==> src/hw/lpc_macros.svh <==
////////////////////////////////////////
// LPC front end sizing
// frame length and prediction order
////////////////////////////////////////
`ifndef LPC_MACROS_SVH
`define LPC_MACROS_SVH

`define FRAME_LEN 240 // samples per analysis frame
`define LPC_ORDER 10  // highest autocorrelation lag

`endif

==> src/hw/fixedPointPkg.sv <==
////////////////////////////////////////
// Fixed-point arithmetic
// q15/q31 words, double-precision split, basic ops
////////////////////////////////////////
package fixedPointPkg;

	typedef logic signed [15:0] q15; // sample word
	typedef logic signed [31:0] q31; // accumulator word

	typedef struct packed {
		logic signed [15:0] high; // upper half, signed
		logic [15:0] low;         // raw lower bits, halved on output
	} dpfHalves;

	// one result word, seen whole or split into halves
	typedef union packed {
		q31 value;
		dpfHalves halves;
	} dpfWord;

	localparam q31 Q31Max = 32'sh7fffffff;
	localparam q31 Q31Min = 32'sh80000000;

	// acc + 2*a*b, saturating on the product and on the sum
	function automatic q31 macSat(input q31 acc, input q15 a, input q15 b, output logic ovf);
		q31 prod;
		logic signed [32:0] sum;
		ovf = 1'b0;
		prod = a * b;
		if (prod == 32'sh40000000) begin // -1 * -1 case
			prod = Q31Max;
			ovf = 1'b1;
		end else begin
			prod = prod <<< 1;
		end
		sum = acc + prod; // 33 bit, catches carry out
		if (sum[32] != sum[31]) begin
			ovf = 1'b1;
			return sum[32] ? Q31Min : Q31Max;
		end
		return sum[31:0];
	endfunction

	// redundant sign bits, zero maps to zero
	function automatic logic [4:0] normShift(input q31 x);
		logic [4:0] n;
		logic stop;
		n = '0;
		stop = 1'b0;
		if (x == 0) return '0;
		for (int i = 30; i >= 0; i--) begin
			if (!stop && x[i] == x[31]) n = n + 1'b1; // still a sign copy
			else stop = 1'b1;
		end
		return n;
	endfunction

	function automatic q31 shiftLeftSat(input q31 x, input logic [4:0] n);
		q31 shifted;
		shifted = x <<< n;
		if ((shifted >>> n) != x) return x[31] ? Q31Min : Q31Max; // bits lost
		return shifted;
	endfunction

endpackage

==> src/hw/autocorrPkg.sv <==
////////////////////////////////////////
// Autocorrelation control types
////////////////////////////////////////
package autocorrPkg;

	typedef logic [7:0] frameAddr; // 0..239
	typedef logic [3:0] lagIndex;  // 0..10

	typedef enum logic [2:0] {
		phIdle,      // waiting on a full frame
		phEnergy,    // lag 0 pass
		phRescale,   // samples >>> 2 after overflow
		phNormalize, // shift count, emit lag 0
		phLag,       // lags 1..order
		phFinish     // wait out the output stage
	} enginePhase;

endpackage

==> src/hw/memPort.sv <==
////////////////////////////////////////
// Frame memory port bundle
// one address, write strobe, write and read data
////////////////////////////////////////
interface memPort;
	import fixedPointPkg::*;
	import autocorrPkg::*;

	frameAddr address;
	logic writeEn;
	q15 writeData;
	q15 readData; // one cycle after address

	modport requester(output address, output writeEn, output writeData, input readData);
	modport memory(input address, input writeEn, input writeData, output readData);

endinterface

==> src/hw/sampleWriter.sv <==
////////////////////////////////////////
// Sample loader
// writes strobed samples in order, flags a full frame
////////////////////////////////////////
`include "lpc_macros.svh"

module sampleWriter (
	input logic clk,
	input logic reset,
	input fixedPointPkg::q15 sampleIn,
	input logic sampleValid,
	input logic busy,
	output logic frameFull,
	memPort.requester loadPort
);
	import autocorrPkg::*;

	frameAddr writePtr;
	logic accept;
	logic lastSample;

	// frameFull cycle also blocked, busy is not up yet
	assign accept = sampleValid && !busy && !frameFull;
	assign lastSample = (writePtr == frameAddr'(`FRAME_LEN - 1));

	assign loadPort.address = writePtr;
	assign loadPort.writeEn = accept;
	assign loadPort.writeData = sampleIn;

	always_ff @(posedge clk) begin
		if (reset) begin
			writePtr <= '0;
			frameFull <= 1'b0;
		end else begin
			frameFull <= accept && lastSample; // one cycle pulse
			if (accept) writePtr <= lastSample ? '0 : writePtr + 1'b1;
		end
	end

endmodule

==> src/flat_wrapper.sv <==
// flat-port wrapper written by rule: the top's interface ports become plain ports
module sampleWriter_flat import autocorrPkg::*;
  (clk, reset, sampleIn, sampleValid, busy, frameFull, loadPort_address, loadPort_writeEn, loadPort_writeData, loadPort_readData);
  memPort loadPort_i ();
  input logic clk;
  input logic reset;
  input fixedPointPkg::q15 sampleIn;
  input logic sampleValid;
  input logic busy;
  output logic frameFull;
  output wire logic [$bits(loadPort_i.address)-1:0] loadPort_address;
  output wire logic [$bits(loadPort_i.writeEn)-1:0] loadPort_writeEn;
  output wire logic [$bits(loadPort_i.writeData)-1:0] loadPort_writeData;
  input wire logic [$bits(loadPort_i.readData)-1:0] loadPort_readData;
  assign loadPort_address = loadPort_i.address;
  assign loadPort_writeEn = loadPort_i.writeEn;
  assign loadPort_writeData = loadPort_i.writeData;
  assign loadPort_i.readData = loadPort_readData;
  sampleWriter u_core (.clk(clk), .reset(reset), .sampleIn(sampleIn), .sampleValid(sampleValid), .busy(busy), .frameFull(frameFull), .loadPort(loadPort_i));
endmodule
==> config.mk <==
export PLATFORM = sky130hd
export DESIGN_NAME = sampleWriter_flat
export DESIGN_NICKNAME = d
export VERILOG_FILES = /design/src/hw/fixedPointPkg.sv /design/src/hw/autocorrPkg.sv /design/src/hw/memPort.sv /design/src/hw/sampleWriter.sv /design/src/flat_wrapper.sv
export VERILOG_INCLUDE_DIRS = /design/src /design/src/hw
export SDC_FILE = /design/constraint.sdc
export NUM_CORES = 1
export LEC_CHECK = 0
export BUFFER_PORTS_ARGS = -buffer_cell sky130_fd_sc_hd__buf_2
export CORE_MARGIN = 2
export CORE_UTILIZATION = 35
export DETAILED_ROUTE_END_ITERATION = 10
export PLACE_DENSITY = 0.83
export SKIP_LAST_GASP = 1
export SYNTH_ARGS = -nofsm -noshare
export SYNTH_HDL_FRONTEND = slang
export SYNTH_SLANG_ARGS = --single-unit
export TNS_END_PERCENT = 100
==> constraint.sdc <==
create_clock -name clk -period 2.59 [get_ports clk]
set_clock_uncertainty 0.05 [all_clocks]
set_input_delay 0.6475 -clock clk [delete_from_list [all_inputs] [get_ports clk]]
set_output_delay 0.6475 -clock clk [all_outputs]
set_load 0.02 [all_outputs]
# --- Yosys cells after proc, flatten, opt, wreduce, memory -nomap -nowiden ---
# Index checks and enable logic that the tools add are counted.
op_classes:
  n_mux: 1
  add_sub_neg: 1
  multipliers: 0
  n_eq_ne: 1
  n_div: 0
  n_reduce_logical: 5
  shift: 0
  bitwise: 0
  order_cmp: 0
ops:
  columns: ["cell", "count"]
  rows:
  - ["$add A8 B1 Y8 const B", 1]
  - ["$eq A8 B8 Y1 const B", 1]
  - ["$mux W8", 1]
  - ["$logic_and A1 B1 Y1", 3]
  - ["$logic_not A1 Y1", 2]
totals:
  ramBits: 0
  input_bits: 36
  reg_bits: 9
  latchBits: 0
  elab_cells: 10
  mem_count: 0
  mem_bits_ro: 0

# --- Longest topological paths before layout ---
# Gate-level depths: netlist (run 1).
depth:
  depth_word: 4
  depth_mapped: 6
  ltp_nobuf: 4

# --- Least setup slack after synthesis (run 1) ---
# No wires, ideal clock.
synth_path:
  path_type: "input-to-output"
  startpoint: "input port busy"
  endpoint: "output port loadPort_writeEn"
  path_slack_ns: 0.399
  arrival_ns: 1.493
  stages: 4
  path_cell_list: "or3b_1 -> buf_2 -> buf_2 -> inv_1"
synth_between:
  elab_chain_len: 3
synth_rtl:
  columns: ["element", "line", "source"]
  rows:
  - ["start, declared", "flat_wrapper.sv:9", "input logic busy;"]
  - ["$logic_not A1 Y1", "sampleWriter.sv:23", "assign accept = sampleValid && !busy && !frameFull;"]
  - ["$logic_and A1 B1 Y1 (2 in series)", "sampleWriter.sv:23", null]
  - ["end, declared", "flat_wrapper.sv:12", "output wire logic [$bits(loadPort_i.writeEn)-1:0] loadPort_writeEn;"]
# No other way between the ends.

# --- Worst setup path in the final report (run 1) ---
# Same ends and word-level chain as after synthesis.

==> results summary, run 1 <==
The clock-pin slew of the registers on the worst-case setup and hold paths came out at 60 ps. The tool flagged a number of max-cap violations equal to 0. Clock tree synthesis inserted a total of 3 buffers.

The count of buffers inserted at the top-level ports came out at 13. After synthesis the netlist holds a flip-flop and latch count of 9. At the end of routability-driven placement, the weighted congestion stood at 0.772. The sequential area share after synthesis came out at 0.325. For this design the ratio of total power to cell area is 504 nW/um^2. For the final routed database, the setup TNS stands at 0 ps. The worst setup path is of the in -> out kind. Measured on the finished design, the core utilization comes to 0.365. Of the total power, the share spent switching nets is 0.240. The maximum number of pins on one net before global-route repair came out at 17. The number of global-route vias before repair is 393.

The max-slew violation total from the final report is 0. The cell total after placement is 78. Wires add up to 1010 microns. At the worst endpoint, the required time is 1890 ps. The number of filler instances in the final layout came out at 148. The slew of the pin with the lowest slew margin is 434 ps.

The I/O pin total is 62. The standby leakage power came out at 0.000240 uW. The number of antenna diodes is 0.

Traced cell by cell, the critical path runs through buf_2, or3b_1, inv_1, buf_2. For the worst-skew pair, the clock arrives at the later sink with an insertion delay of 260 ps. The routed via count divided by cell count came out at 5.27. The final number of hold-violating endpoints is 0. The largest buffer count on any clock path is 2. For this design, the sink count on the clock tree is 9. The detailed-route wire length per cell came out at 12.4 microns.

The initial DRC count came out at 5. The total global routing track utilization is 0.117. The worst setup path is launched from an input pin. The remaining antenna violation count after routing came out at 0. The region available for standard cell placement spans 1490 sq um. The floorplan row count came out at 14.

The number of buffers inserted by hold repair at cts is 0. The net count after synthesis came out at 103. Measured against its own limit, the worst slew margin works out to 0.709. The final-report setup violation count is 0. The number of antenna violations at the first check in global routing is 0. The number of gates given a new drive strength after cts is 0.

The instance count along the most critical hold path is 2. The post-layout minimum cycle time came out at 2160 ps. Averaged over all synthesized cells, the footprint is 8.40 sq um. The final HPWL from detailed placement came out at 761 microns. TritonCTS built the clock tree.

For this configuration, the core starts out at a cell density of 0.372. The number of standard cells in the final layout excluding fillers came out at 82. The layout-stage area growth over the synthesis result is -2.03%. The largest fanout on the critical path came out at 3. The largest stage delay on the critical path came out at 420 ps. The die boundary width came out at 43.8 microns. Of the total power, the clock network draws 0.398. The most frequent cell on the critical path is buf_2.

The worst voltage drop across the vdd grid came out at 0.281 mV. The highest-delay cell along the critical path is or3b_1. The worst hold margin came out at 453 ps. For this run, the number of Yosys warnings is 0. The number of cells on the worst reg-to-reg path is 4. CTS placed an instance of clkbuf_4 at the clock tree root. The worst hold path belongs to the class reg -> reg. The via count came out at 432.

Setup repair after global routing left no endpoint under its margin. In this run the number of H-tree levels came out at 1. The flow ran to the end, and the final reports show no timing, DRC or antenna violations. Dividing the final minimum period by the clock period gives 0.832. Data arrives at the worst endpoint at 1460 ps. The minimum setup slack in the final design came out at 434 ps. Timing analysis after detailed placement gives a worst setup slack of 408 ps. The number of buffers inserted by post-CTS setup repair came out at 0.

The cell-internal power is 208 uW. The post-synthesis cell count came out at 66. The overflow left after global routing came out at 0.

The first-pass detailed-route iteration total came out at 3. The critical path capture point type is an output port. The fraction of layout cells with a size suffix above 1 came out at 0.273. The die boundary height is 43.8 microns. The global-route wire length before repair came out at 1630 microns.

The cell area after synthesis is 554 sq um. The floorplan die area came out at 1920 sq um. In this run the power spent charging and discharging nets is 65.7 uW. The number of unique standard cell types used by synthesis is 23.

The highest clock frequency the design can meet came out at 464 MHz. The power share of the combinational group came out at 0.080. The share of total power dissipated in sequential elements is 0.522.

The post-detailed-route DRC marker count came out at 0. The number of nets at the end of the flow is 104.
[cell usage after synthesis, drive strengths merged]
master	n	area share
nor2	1	0.0068
nand2	3	0.020
o31ai	3	0.050
nor4	1	0.011
nor3	1	0.0090
xnor2	1	0.016
nand3	4	0.036
dfxtp	9	0.33
nand4b	1	0.016
or3	3	0.034
a21o	1	0.014
o311a	1	0.018
inv	3	0.020
ha	1	0.023
buf	18	0.23
o211a	1	0.018
nand4	1	0.011
o21ai	3	0.027
a21oi	6	0.054
or4	3	0.041
or3b	1	0.016
[power groups by stage]
stage          Combinational (uW)  Sequential [uW]  Clock (uW)
2_1_floorplan                48.0              148           0
3_3_place_gp                 21.7              146           0
3_5_place_dp                 21.9              146           0
4_1_cts                      22.1              143         115
5_1_grt                      24.2              143         118
6_report                     21.9              143         109
[final cells by class]
cell class	count	area, sq um	share of cell area
Clock buffer	4	26.3	0.0484
Inverter	3	11.3	0.0207
Multi-Input combinational cell	36	233	0.429
Sequential cell	9	180	0.332
Tap cell	16	20.0	0.0369
Timing Repair Buffer	14	72.6	0.134
[flip-flops by register name, indices dropped and copies added, names as in the netlist]
register and count:
u_core.loadPort.address 8, u_core.frameFull 1
[metrics by stage]
stage                     cell area [sq um]  total power [uW]
after floorplan                         554               196
after global placement                  517               168
after detailed placement                517               168
after CTS                               543               280
after global routing                    543               285
final                                   543               274
[worst paths after layout]
| path | from | to | slack (ps) |
|---|---|---|---|
| max | busy | loadPort_writeEn | 430 |
| min | u_core.loadPort.address[1] | u_core.loadPort.address[1] | 450 |
| max reg2reg | u_core.frameFull | u_core.loadPort.address[7] | 870 |
| min reg2reg | u_core.loadPort.address[1] | u_core.loadPort.address[1] | 450 |
[layout by cell type, fill, tap and decap left out]
master,instances
buf_2,13
dfxtp_1,9
a21oi_1,6
nand3_1,4
inv_1,3
nand2_1,3
or4_1,3
o21ai_0,3
or3_1,3
clkbuf_4,3
o31ai_1,2
or3b_1,1
nor3_1,1
nand4b_1,1
a21o_1,1
o311a_1,1
o211a_1,1
nor4_1,1
nand4_1,1
o31ai_2,1
xnor2_1,1
nor2_1,1
ha_1,1
clkbuf_1,1
buf_4,1
[critical path: cells and delay by family]
kind | cells | cell delay, ps
buffers and inverters | 3 | 380
and+or+nand+nor | 1 | 420
[cells by family (layout without fill, tap and decap cells)]
| group | count (synthesis) | in the layout | synth area share |
|---|---|---|---|
| adders and majority gates | 1 | 1 | 0.0226 |
| and+or+nand+nor | 19 | 19 | 0.201 |
| xor gates and xnor gates | 1 | 1 | 0.0158 |
| AOI/OAI and AO/OA | 15 | 15 | 0.181 |
| buffers and inverters | 21 | 21 | 0.255 |
| DFF | 9 | 9 | 0.325 |
[per-layer routing]
layer	part of all wire	up-vias	track usage	wire, microns
li1	-	224	-	-
met1	0.42	187	0.142	428
met2	0.43	17	0.162	435
met3	0.12	4	0.0542	123
met4	0.027	0	0.0848	27
met5	0	-	0	0
No activity file was read; power rests on OpenSTA's default activity.
==> run 2: changes to the inputs <==
--- a/config.mk
+++ b/config.mk
@@ -8,9 +8,9 @@
 export LEC_CHECK = 0
 export BUFFER_PORTS_ARGS = -buffer_cell sky130_fd_sc_hd__buf_2
 export CORE_MARGIN = 2
-export CORE_UTILIZATION = 35
+export CORE_UTILIZATION = 29
 export DETAILED_ROUTE_END_ITERATION = 10
-export PLACE_DENSITY = 0.83
+export PLACE_DENSITY = 0.74
 export SKIP_LAST_GASP = 1
 export SYNTH_ARGS = -nofsm -noshare
 export SYNTH_HDL_FRONTEND = slang
==> constraint.sdc (replaced) <==
create_clock -name clk -period 1.9 [get_ports clk]
set_clock_uncertainty 0.05 [all_clocks]
set_input_delay 0.475 -clock clk [delete_from_list [all_inputs] [get_ports clk]]
set_output_delay 0.475 -clock clk [all_outputs]
set_load 0.02 [all_outputs]
==> run 2 against run 1 <==
Compared with the run above:
- sequential share of layout area fell by 2.5 points
- routed wire length increased by 10%
- worst hold slack got worse by 86 ps
- power up 42%
- cell area is 8.3% higher
- flip-flop and latch count unchanged
- worst setup slack worse by 340 ps
- register-to-register slack got worse by 540 ps
- global-route usage fell by 1.2 points
- cell count rose by 16%
- first-iteration DRC count fell by 20%
- highest routed layer is now met3
==> results summary, run 2 (synthesis gave the netlist of run 1 again) <==
The number of nets at the end of the flow is 108 (was 104). The final number of hold-violating endpoints is 0 (unchanged). The highest clock frequency the design can meet is 555 MHz.

The remaining antenna violation count after routing is 0 (unchanged). The critical path data required time came to 1370 ps (was 1890 ps). The maximum level of the CTS H-tree is 1 (unchanged). The final-report setup violation count came out at 0 (unchanged). The power dissipated by switching net loads is 103 uW (was 65.7 uW). The number of antenna diodes is 0 (unchanged). The worst-skew pair later-pin latency is 270 ps (was 260 ps).

The largest fanout on the critical path came out at 11 (was 3). The die boundary width is 47.7 microns (was 43.8 microns). The global-route wire length before repair is 1640 microns (was 1630 microns). The part of the total power dissipated in the clock network came to 0.402 (was 0.398). The cell chosen for the clock root is clkbuf_4 (unchanged). The last weighted congestion value of the routability-driven placer came out at 0.753 (was 0.772). The leading cell type in the layout, fill and taps excluded was buf_2 (unchanged).

The post-layout minimum cycle time is 1800 ps. The via count was 460 (was 432). The share of power burned in registers is 0.501 (was 0.522). The area of all placed cells without fillers was 588 sq um (was 543 sq um). The post-detailed-route DRC marker count is 0 (unchanged).

The standby leakage power came to 0.000262 uW (was 0.000240 uW). The power share of the combinational group came out at 0.097 (was 0.080). The worst voltage drop across the vdd grid came out at 0.271 mV (was 0.281 mV). The flip-flop count of the largest register after layout was 8 (unchanged). The number of gates given a new drive strength after cts is 1 (was 0).

The number of global-route vias before repair was 402 (was 393). Setup repair after global routing missed its margin: false (unchanged). The largest buffer count on any clock path was 2 (unchanged).

The count of buffers inserted at the top-level ports was 13 (unchanged). The final HPWL from detailed placement was 810 microns (was 761 microns). The cell-internal power is 287 uW (was 208 uW). The number of clock buffers inserted by TritonCTS is 3 (unchanged).

The I/O pin total came to 62 (unchanged). The number of sinks on the clock net came out at 9 (unchanged). The floorplan die area came out at 2280 sq um (was 1920 sq um). The floorplan row count is 15 (was 14).

The total global routing track utilization is 0.106 (was 0.117). The number of buffers inserted by post-CTS setup repair came out at 0 (unchanged). The clock tree from TritonCTS is yes (unchanged). Result of the run: finished clean (unchanged).

The fraction of layout cells with a size suffix above 1 is 0.343 (was 0.273). The max-cap violation count is 0 (unchanged). The number of buffers inserted by hold repair at cts came out at 0 (unchanged). The total routed wirelength was 1120 microns (was 1010 microns). The critical path capture point type is an output port (unchanged). Top library cells by usage in the layout, fill and taps aside: buf_2 (13), dfxtp_1 (9), a21oi_1 (6) (unchanged). The die boundary height came to 47.7 microns (was 43.8 microns). The most frequent cell on the critical path is buf_2 (unchanged). The slew of the pin with the lowest slew margin is 240 ps (was 434 ps). Of the available clock period, the critical path in the final layout requires 0.949.

The critical path arrival came to 1280 ps (was 1460 ps). The highest-delay cell along the critical path was or3b_4 (was or3b_1). The max-slew violation total from the final report came out at 0 (unchanged). The startpoint type of the worst setup path was an input pin (unchanged). Cells traversed along the worst timing path: buf_2, or3b_4, inv_1, buf_2 (was buf_2, or3b_1, inv_1, buf_2). The power density over the cells came out at 663 nW/um^2 (was 504 nW/um^2). The initial core utilization came out at 0.314 (was 0.372). The switching power share of the total is 0.265 (was 0.240). The number of filler instances in the final layout came out at 208 (was 148). The layout-stage area growth over the synthesis result came out at 6.09% (was -2.03%).

The routed via count divided by cell count came out at 4.84 (was 5.27). The initial DRC count came to 4 (was 5). The relative slew slack came out at 0.838 (was 0.709). The post-placement cell area came out at 558 sq um (was 517 sq um). The standard cell core area was 1760 sq um (was 1490 sq um). The total negative setup slack is 0 ps (unchanged).

The maximum number of pins on one net before global-route repair came out at 12 (was 17). The detailed-route wire length per cell came out at 11.8 microns (was 12.4 microns). The number of antenna violations at the first check in global routing was 0 (unchanged). The largest stage delay on the critical path is 450 ps (was 420 ps). The overflow left after global routing came out at 0 (unchanged). The worst min-delay path class is in -> reg (was reg -> reg). The category of the most critical setup path is in -> out (unchanged). The clock-pin slew of the registers on the worst-case setup and hold paths came out at 80 ps (was 60 ps). The first-pass detailed-route iteration total is 3 (unchanged).
==> run 2: changes by cell type in the layout (fill, tap and decap cells not counted), sizes merged <==
cell and change:
clkbuf -1, buf +4, clkinv +1
==> run 2: power by group through the flow <==
| stage | registers [uW] | clock network, uW | logic [uW] |
|---|---|---|---|
| after global routing | 196 | 172 | 41.4 |
| after CTS | 195 | 159 | 37.6 |
| after detailed placement | 199 | 0 | 36.3 |
| after floorplan | 202 | 0 | 65.4 |
| after global placement | 199 | 0 | 35.5 |
| final | 195 | 157 | 37.6 |
==> run 2: layout make-up <==
class	instances	area [sq um]	share of cell area
sequential	9	180	0.306
clock buffer	3	22.5	0.0383
multi-input combinational	36	235	0.400
clock inverter	1	5.00	0.00851
tap	25	31.3	0.0532
inverter	3	11.3	0.0191
timing repair buffer	18	103	0.174
==> run 2: layer usage <==
metal / GRT usage / routed length [microns] / up-vias
met5: 0 / 0 / -
met4: 0.0595 / 0 / 0
met3: 0.0415 / 104 / 0
met2: 0.152 / 486 / 15
met1: 0.134 / 525 / 213
li1: - / - / 232
==> run 2: worst max-delay path, delay by kind of cell <==
family                 cells  cell delay [ps]
and+or+nand+nor            1              450
buffers and inverters      3              340
==> run 2: worst paths after layout <==
path | startpoint | to | slack (ps) | cells after the start
worst min-delay path | reset | u_core.loadPort.address[1] | 370 | 2
worst max-delay path | busy | loadPort_writeEn | 100 | 4
worst max register to register | u_core.frameFull | u_core.loadPort.address[7] | 330 | 3
worst min register to register | u_core.loadPort.address[1] | u_core.loadPort.address[1] | 470 | 2
==> run 2: through the flow <==
stage,util,instances,hold slack (ps),setup slack [ps],power (uW)
finish,0.333,95,367,96.9,390
CTS,0.333,95,356,94.6,392
global placement,0.316,91,444,-54.9,235
detailed placement,0.316,91,453,-84.2,236
global route,0.333,95,372,51.2,410
floorplan,-,66,494,54.2,268
==> run 3: changes to the inputs <==
--- a/config.mk
+++ b/config.mk
@@ -8,9 +8,10 @@
 export LEC_CHECK = 0
 export BUFFER_PORTS_ARGS = -buffer_cell sky130_fd_sc_hd__buf_2
 export CORE_MARGIN = 2
-export CORE_UTILIZATION = 29
+export CORE_UTILIZATION = 33
 export DETAILED_ROUTE_END_ITERATION = 10
-export PLACE_DENSITY = 0.74
+export PLACE_DENSITY = 0.79
+export RECOVER_POWER = 100
 export SKIP_LAST_GASP = 1
 export SYNTH_ARGS = -nofsm -noshare
 export SYNTH_HDL_FRONTEND = slang
==> constraint.sdc (replaced) <==
create_clock -name clk -period 1.8 [get_ports clk]
set_clock_uncertainty 0.05 [all_clocks]
set_input_delay 0.45 -clock clk [delete_from_list [all_inputs] [get_ports clk]]
set_output_delay 0.45 -clock clk [all_outputs]
set_load 0.02 [all_outputs]
==> run 3 against run 2 <==
Compared with the run above:
- flip-flop and latch count is the same
- worst setup slack lost 26 ps
- sequential share of layout area grew 0.87 points
- global-route usage grew 2.3 points
- power grew 5.8%
==> results summary, run 3 (synthesis gave the netlist of run 1 again) <==
The area of all sequential standard cells came out at 180 sq um (unchanged). The floorplan row count is 14 (was 15). The category of the most critical setup path is reg -> out (was in -> out). The number of nets at the end of the flow came to 110 (was 108). The last weighted congestion value of the routability-driven placer came out at 0.789 (was 0.753). The worst min-delay path class is in -> reg (unchanged). The number of antenna violations at the first check in global routing is 0 (unchanged). The highest clock frequency the design can meet came out at 578 MHz. The count of buffers inserted at the top-level ports is 13 (unchanged). The routed via count divided by cell count is 5.55 (was 4.84).

The die boundary height is 45.0 microns (was 47.7 microns). Cells traversed along the worst timing path: or3b_4, inv_1, buf_4 (was buf_2, or3b_4, inv_1, buf_2). Top library cells by usage in the layout, fill and taps aside: clkbuf_1 (12), dfxtp_1 (9), a21oi_1 (6) (was buf_2 (13), dfxtp_1 (9), a21oi_1 (6)).

The critical path arrival came out at 1230 ps (was 1280 ps). The worst-skew pair later-pin latency came out at 270 ps (about the same). The floorplan die area is 2020 sq um (was 2280 sq um). The leading cell type in the layout, fill and taps excluded is clkbuf_1 (was buf_2). The relative slew slack came to 0.835 (was 0.838).

The detailed-route wire length per cell is 13.1 microns (was 11.8 microns). The I/O pin total came out at 62 (unchanged). Of the available clock period, the critical path in the final layout requires 0.961. The critical path data required time came out at 1300 ps (was 1370 ps). The initial DRC count is 4 (unchanged). The worst voltage drop across the vdd grid came to 0.275 mV (was 0.271 mV).

The critical path capture point type was an output port (unchanged). The maximum number of pins on one net before global-route repair is 10 (was 12). The global routing usage on met2 is 0.206 (was 0.152). The final standard cell utilization of the core came to 0.371 (was 0.333).

The clock tree from TritonCTS is yes (unchanged). The final number of hold-violating endpoints came out at 0 (unchanged). The post-layout minimum cycle time came out at 1730 ps. The largest fanout on the critical path came out at 7 (was 11). Result of the run: finished clean (unchanged). The flip-flop count of the largest register after layout came out at 8 (unchanged).

The cell chosen for the clock root was clkbuf_4 (unchanged). The total routed wirelength is 1150 microns (was 1120 microns). The number of buffers inserted by hold repair at cts came out at 0 (unchanged). The multi-input gate area in the final layout was 235 sq um (unchanged). The number of clock buffers inserted by TritonCTS is 3 (unchanged). The first-pass detailed-route iteration total is 4 (was 3). The met3 track utilization from global routing came out at 0.0600 (was 0.0415). The final HPWL from detailed placement is 830 microns (was 810 microns). The area of all placed cells without fillers came out at 572 sq um (was 588 sq um). The fraction of layout cells with a size suffix above 1 came out at 0.194 (was 0.343). The global-route wire length before repair came out at 1820 microns (was 1640 microns).

The number of antenna diodes is 0 (unchanged). The startpoint type of the worst setup path is a flop (was input pin). The initial core utilization came out at 0.360 (was 0.314). The post-placement cell area is 554 sq um (was 558 sq um). The via count came to 488 (was 460). The power density over the cells is 721 nW/um^2 (was 663 nW/um^2). The standard cell core area came out at 1540 sq um (was 1760 sq um). The remaining antenna violation count after routing is 0 (unchanged).

The clock-pin slew of the registers on the worst-case setup and hold paths is 70 ps (was 80 ps). The number of global-route vias before repair was 446 (was 402). The largest stage delay on the critical path is 430 ps (was 450 ps). The highest-delay cell along the critical path is or3b_4 (unchanged).

The overflow left after global routing came out at 0 (unchanged). The number of filler instances in the final layout is 179 (was 208). The layout-stage area growth over the synthesis result came to 3.16% (was 6.09%). The maximum level of the CTS H-tree came out at 1 (unchanged). The global-route track usage on met1 came out at 0.139 (was 0.134). The number of sinks on the clock net came out at 9 (unchanged). The standby leakage power is 0.000223 uW (was 0.000262 uW). The slew of the pin with the lowest slew margin is 245 ps (was 240 ps).

The die boundary width came out at 45.0 microns (was 47.7 microns). The final-report setup violation count came out at 0 (unchanged). The max-slew violation total from the final report is 0 (unchanged).

The total global routing track utilization came out at 0.129 (was 0.106). The busiest layer in global routing is met2 (unchanged). The max-cap violation count is 0 (unchanged). The largest buffer count on any clock path came out at 2 (unchanged). The post-detailed-route DRC marker count is 0 (unchanged). Setup repair after global routing missed its margin: false (unchanged).
[run 3: changes by cell type in the layout (fill, tap and decap cells not counted)]
cell	change
clkbuf_2	+1
clkbuf_4	+1
buf_2	-10
clkinv_2	-1
buf_4	-1
clkbuf_1	+12
[run 3: stage by stage]
step / std cells / TNS (ps) / power, uW / setup WS [ps] / hold slack (ps)
CTS: 87 / 0 / 416 / 49.7 / 339
floorplan: 66 / 0 / 283 / 4.16 / 469
detailed placement: 83 / -694 / 250 / -131 / 459
finish: 88 / 0 / 412 / 70.7 / 351
global route: 88 / 0 / 436 / 10.4 / 349
global placement: 83 / -692 / 249 / -121 / 447
[run 3: power by group]
| part | switching [uW] | internal [uW] |
|---|---|---|
| clock | 80.6 | 85.8 |
| sequential | 3.94 | 202 |
| combinational | 21.6 | 18.3 |
| total | 106 | 306 |
[run 3: area by class of cell]
| class | instances | area share |
|---|---|---|
| sequential | 9 | 0.315 |
| timing repair buffer | 20 | 0.173 |
| tap | 16 | 0.0350 |
| clock buffer | 4 | 0.0460 |
| inverter | 3 | 0.0197 |
| multi-input combinational | 36 | 0.411 |
[run 3: metal layers]
layer | wire [microns] | share of wire
met5 | 0 | 0
met4 | 12 | 0.010
met3 | 156 | 0.14
met2 | 514 | 0.45
met1 | 465 | 0.40
[run 3: repair_timing]
action,CTS,global route
setup buffers,0,1
endpoints found under the setup margin,1,1
resized for setup,1,1
cloned,0,0
pin swaps,0,1
[run 3: path summary, 6_finish.rpt]
kind	start	end	slack, ps	depth (start not counted)
max	u_core.frameFull	loadPort_writeEn	70	3
min	reset	u_core.loadPort.address[2]	350	2
max reg2reg	u_core.frameFull	u_core.loadPort.address[5]	110	6
min reg2reg	u_core.loadPort.address[1]	u_core.loadPort.address[1]	480	2
[run 3: worst max-delay path, delay by kind of cell, from the launching register on]
family	cells	cell delay, ps
simple gates	1	430
flops	1	310
buf+inv	2	230
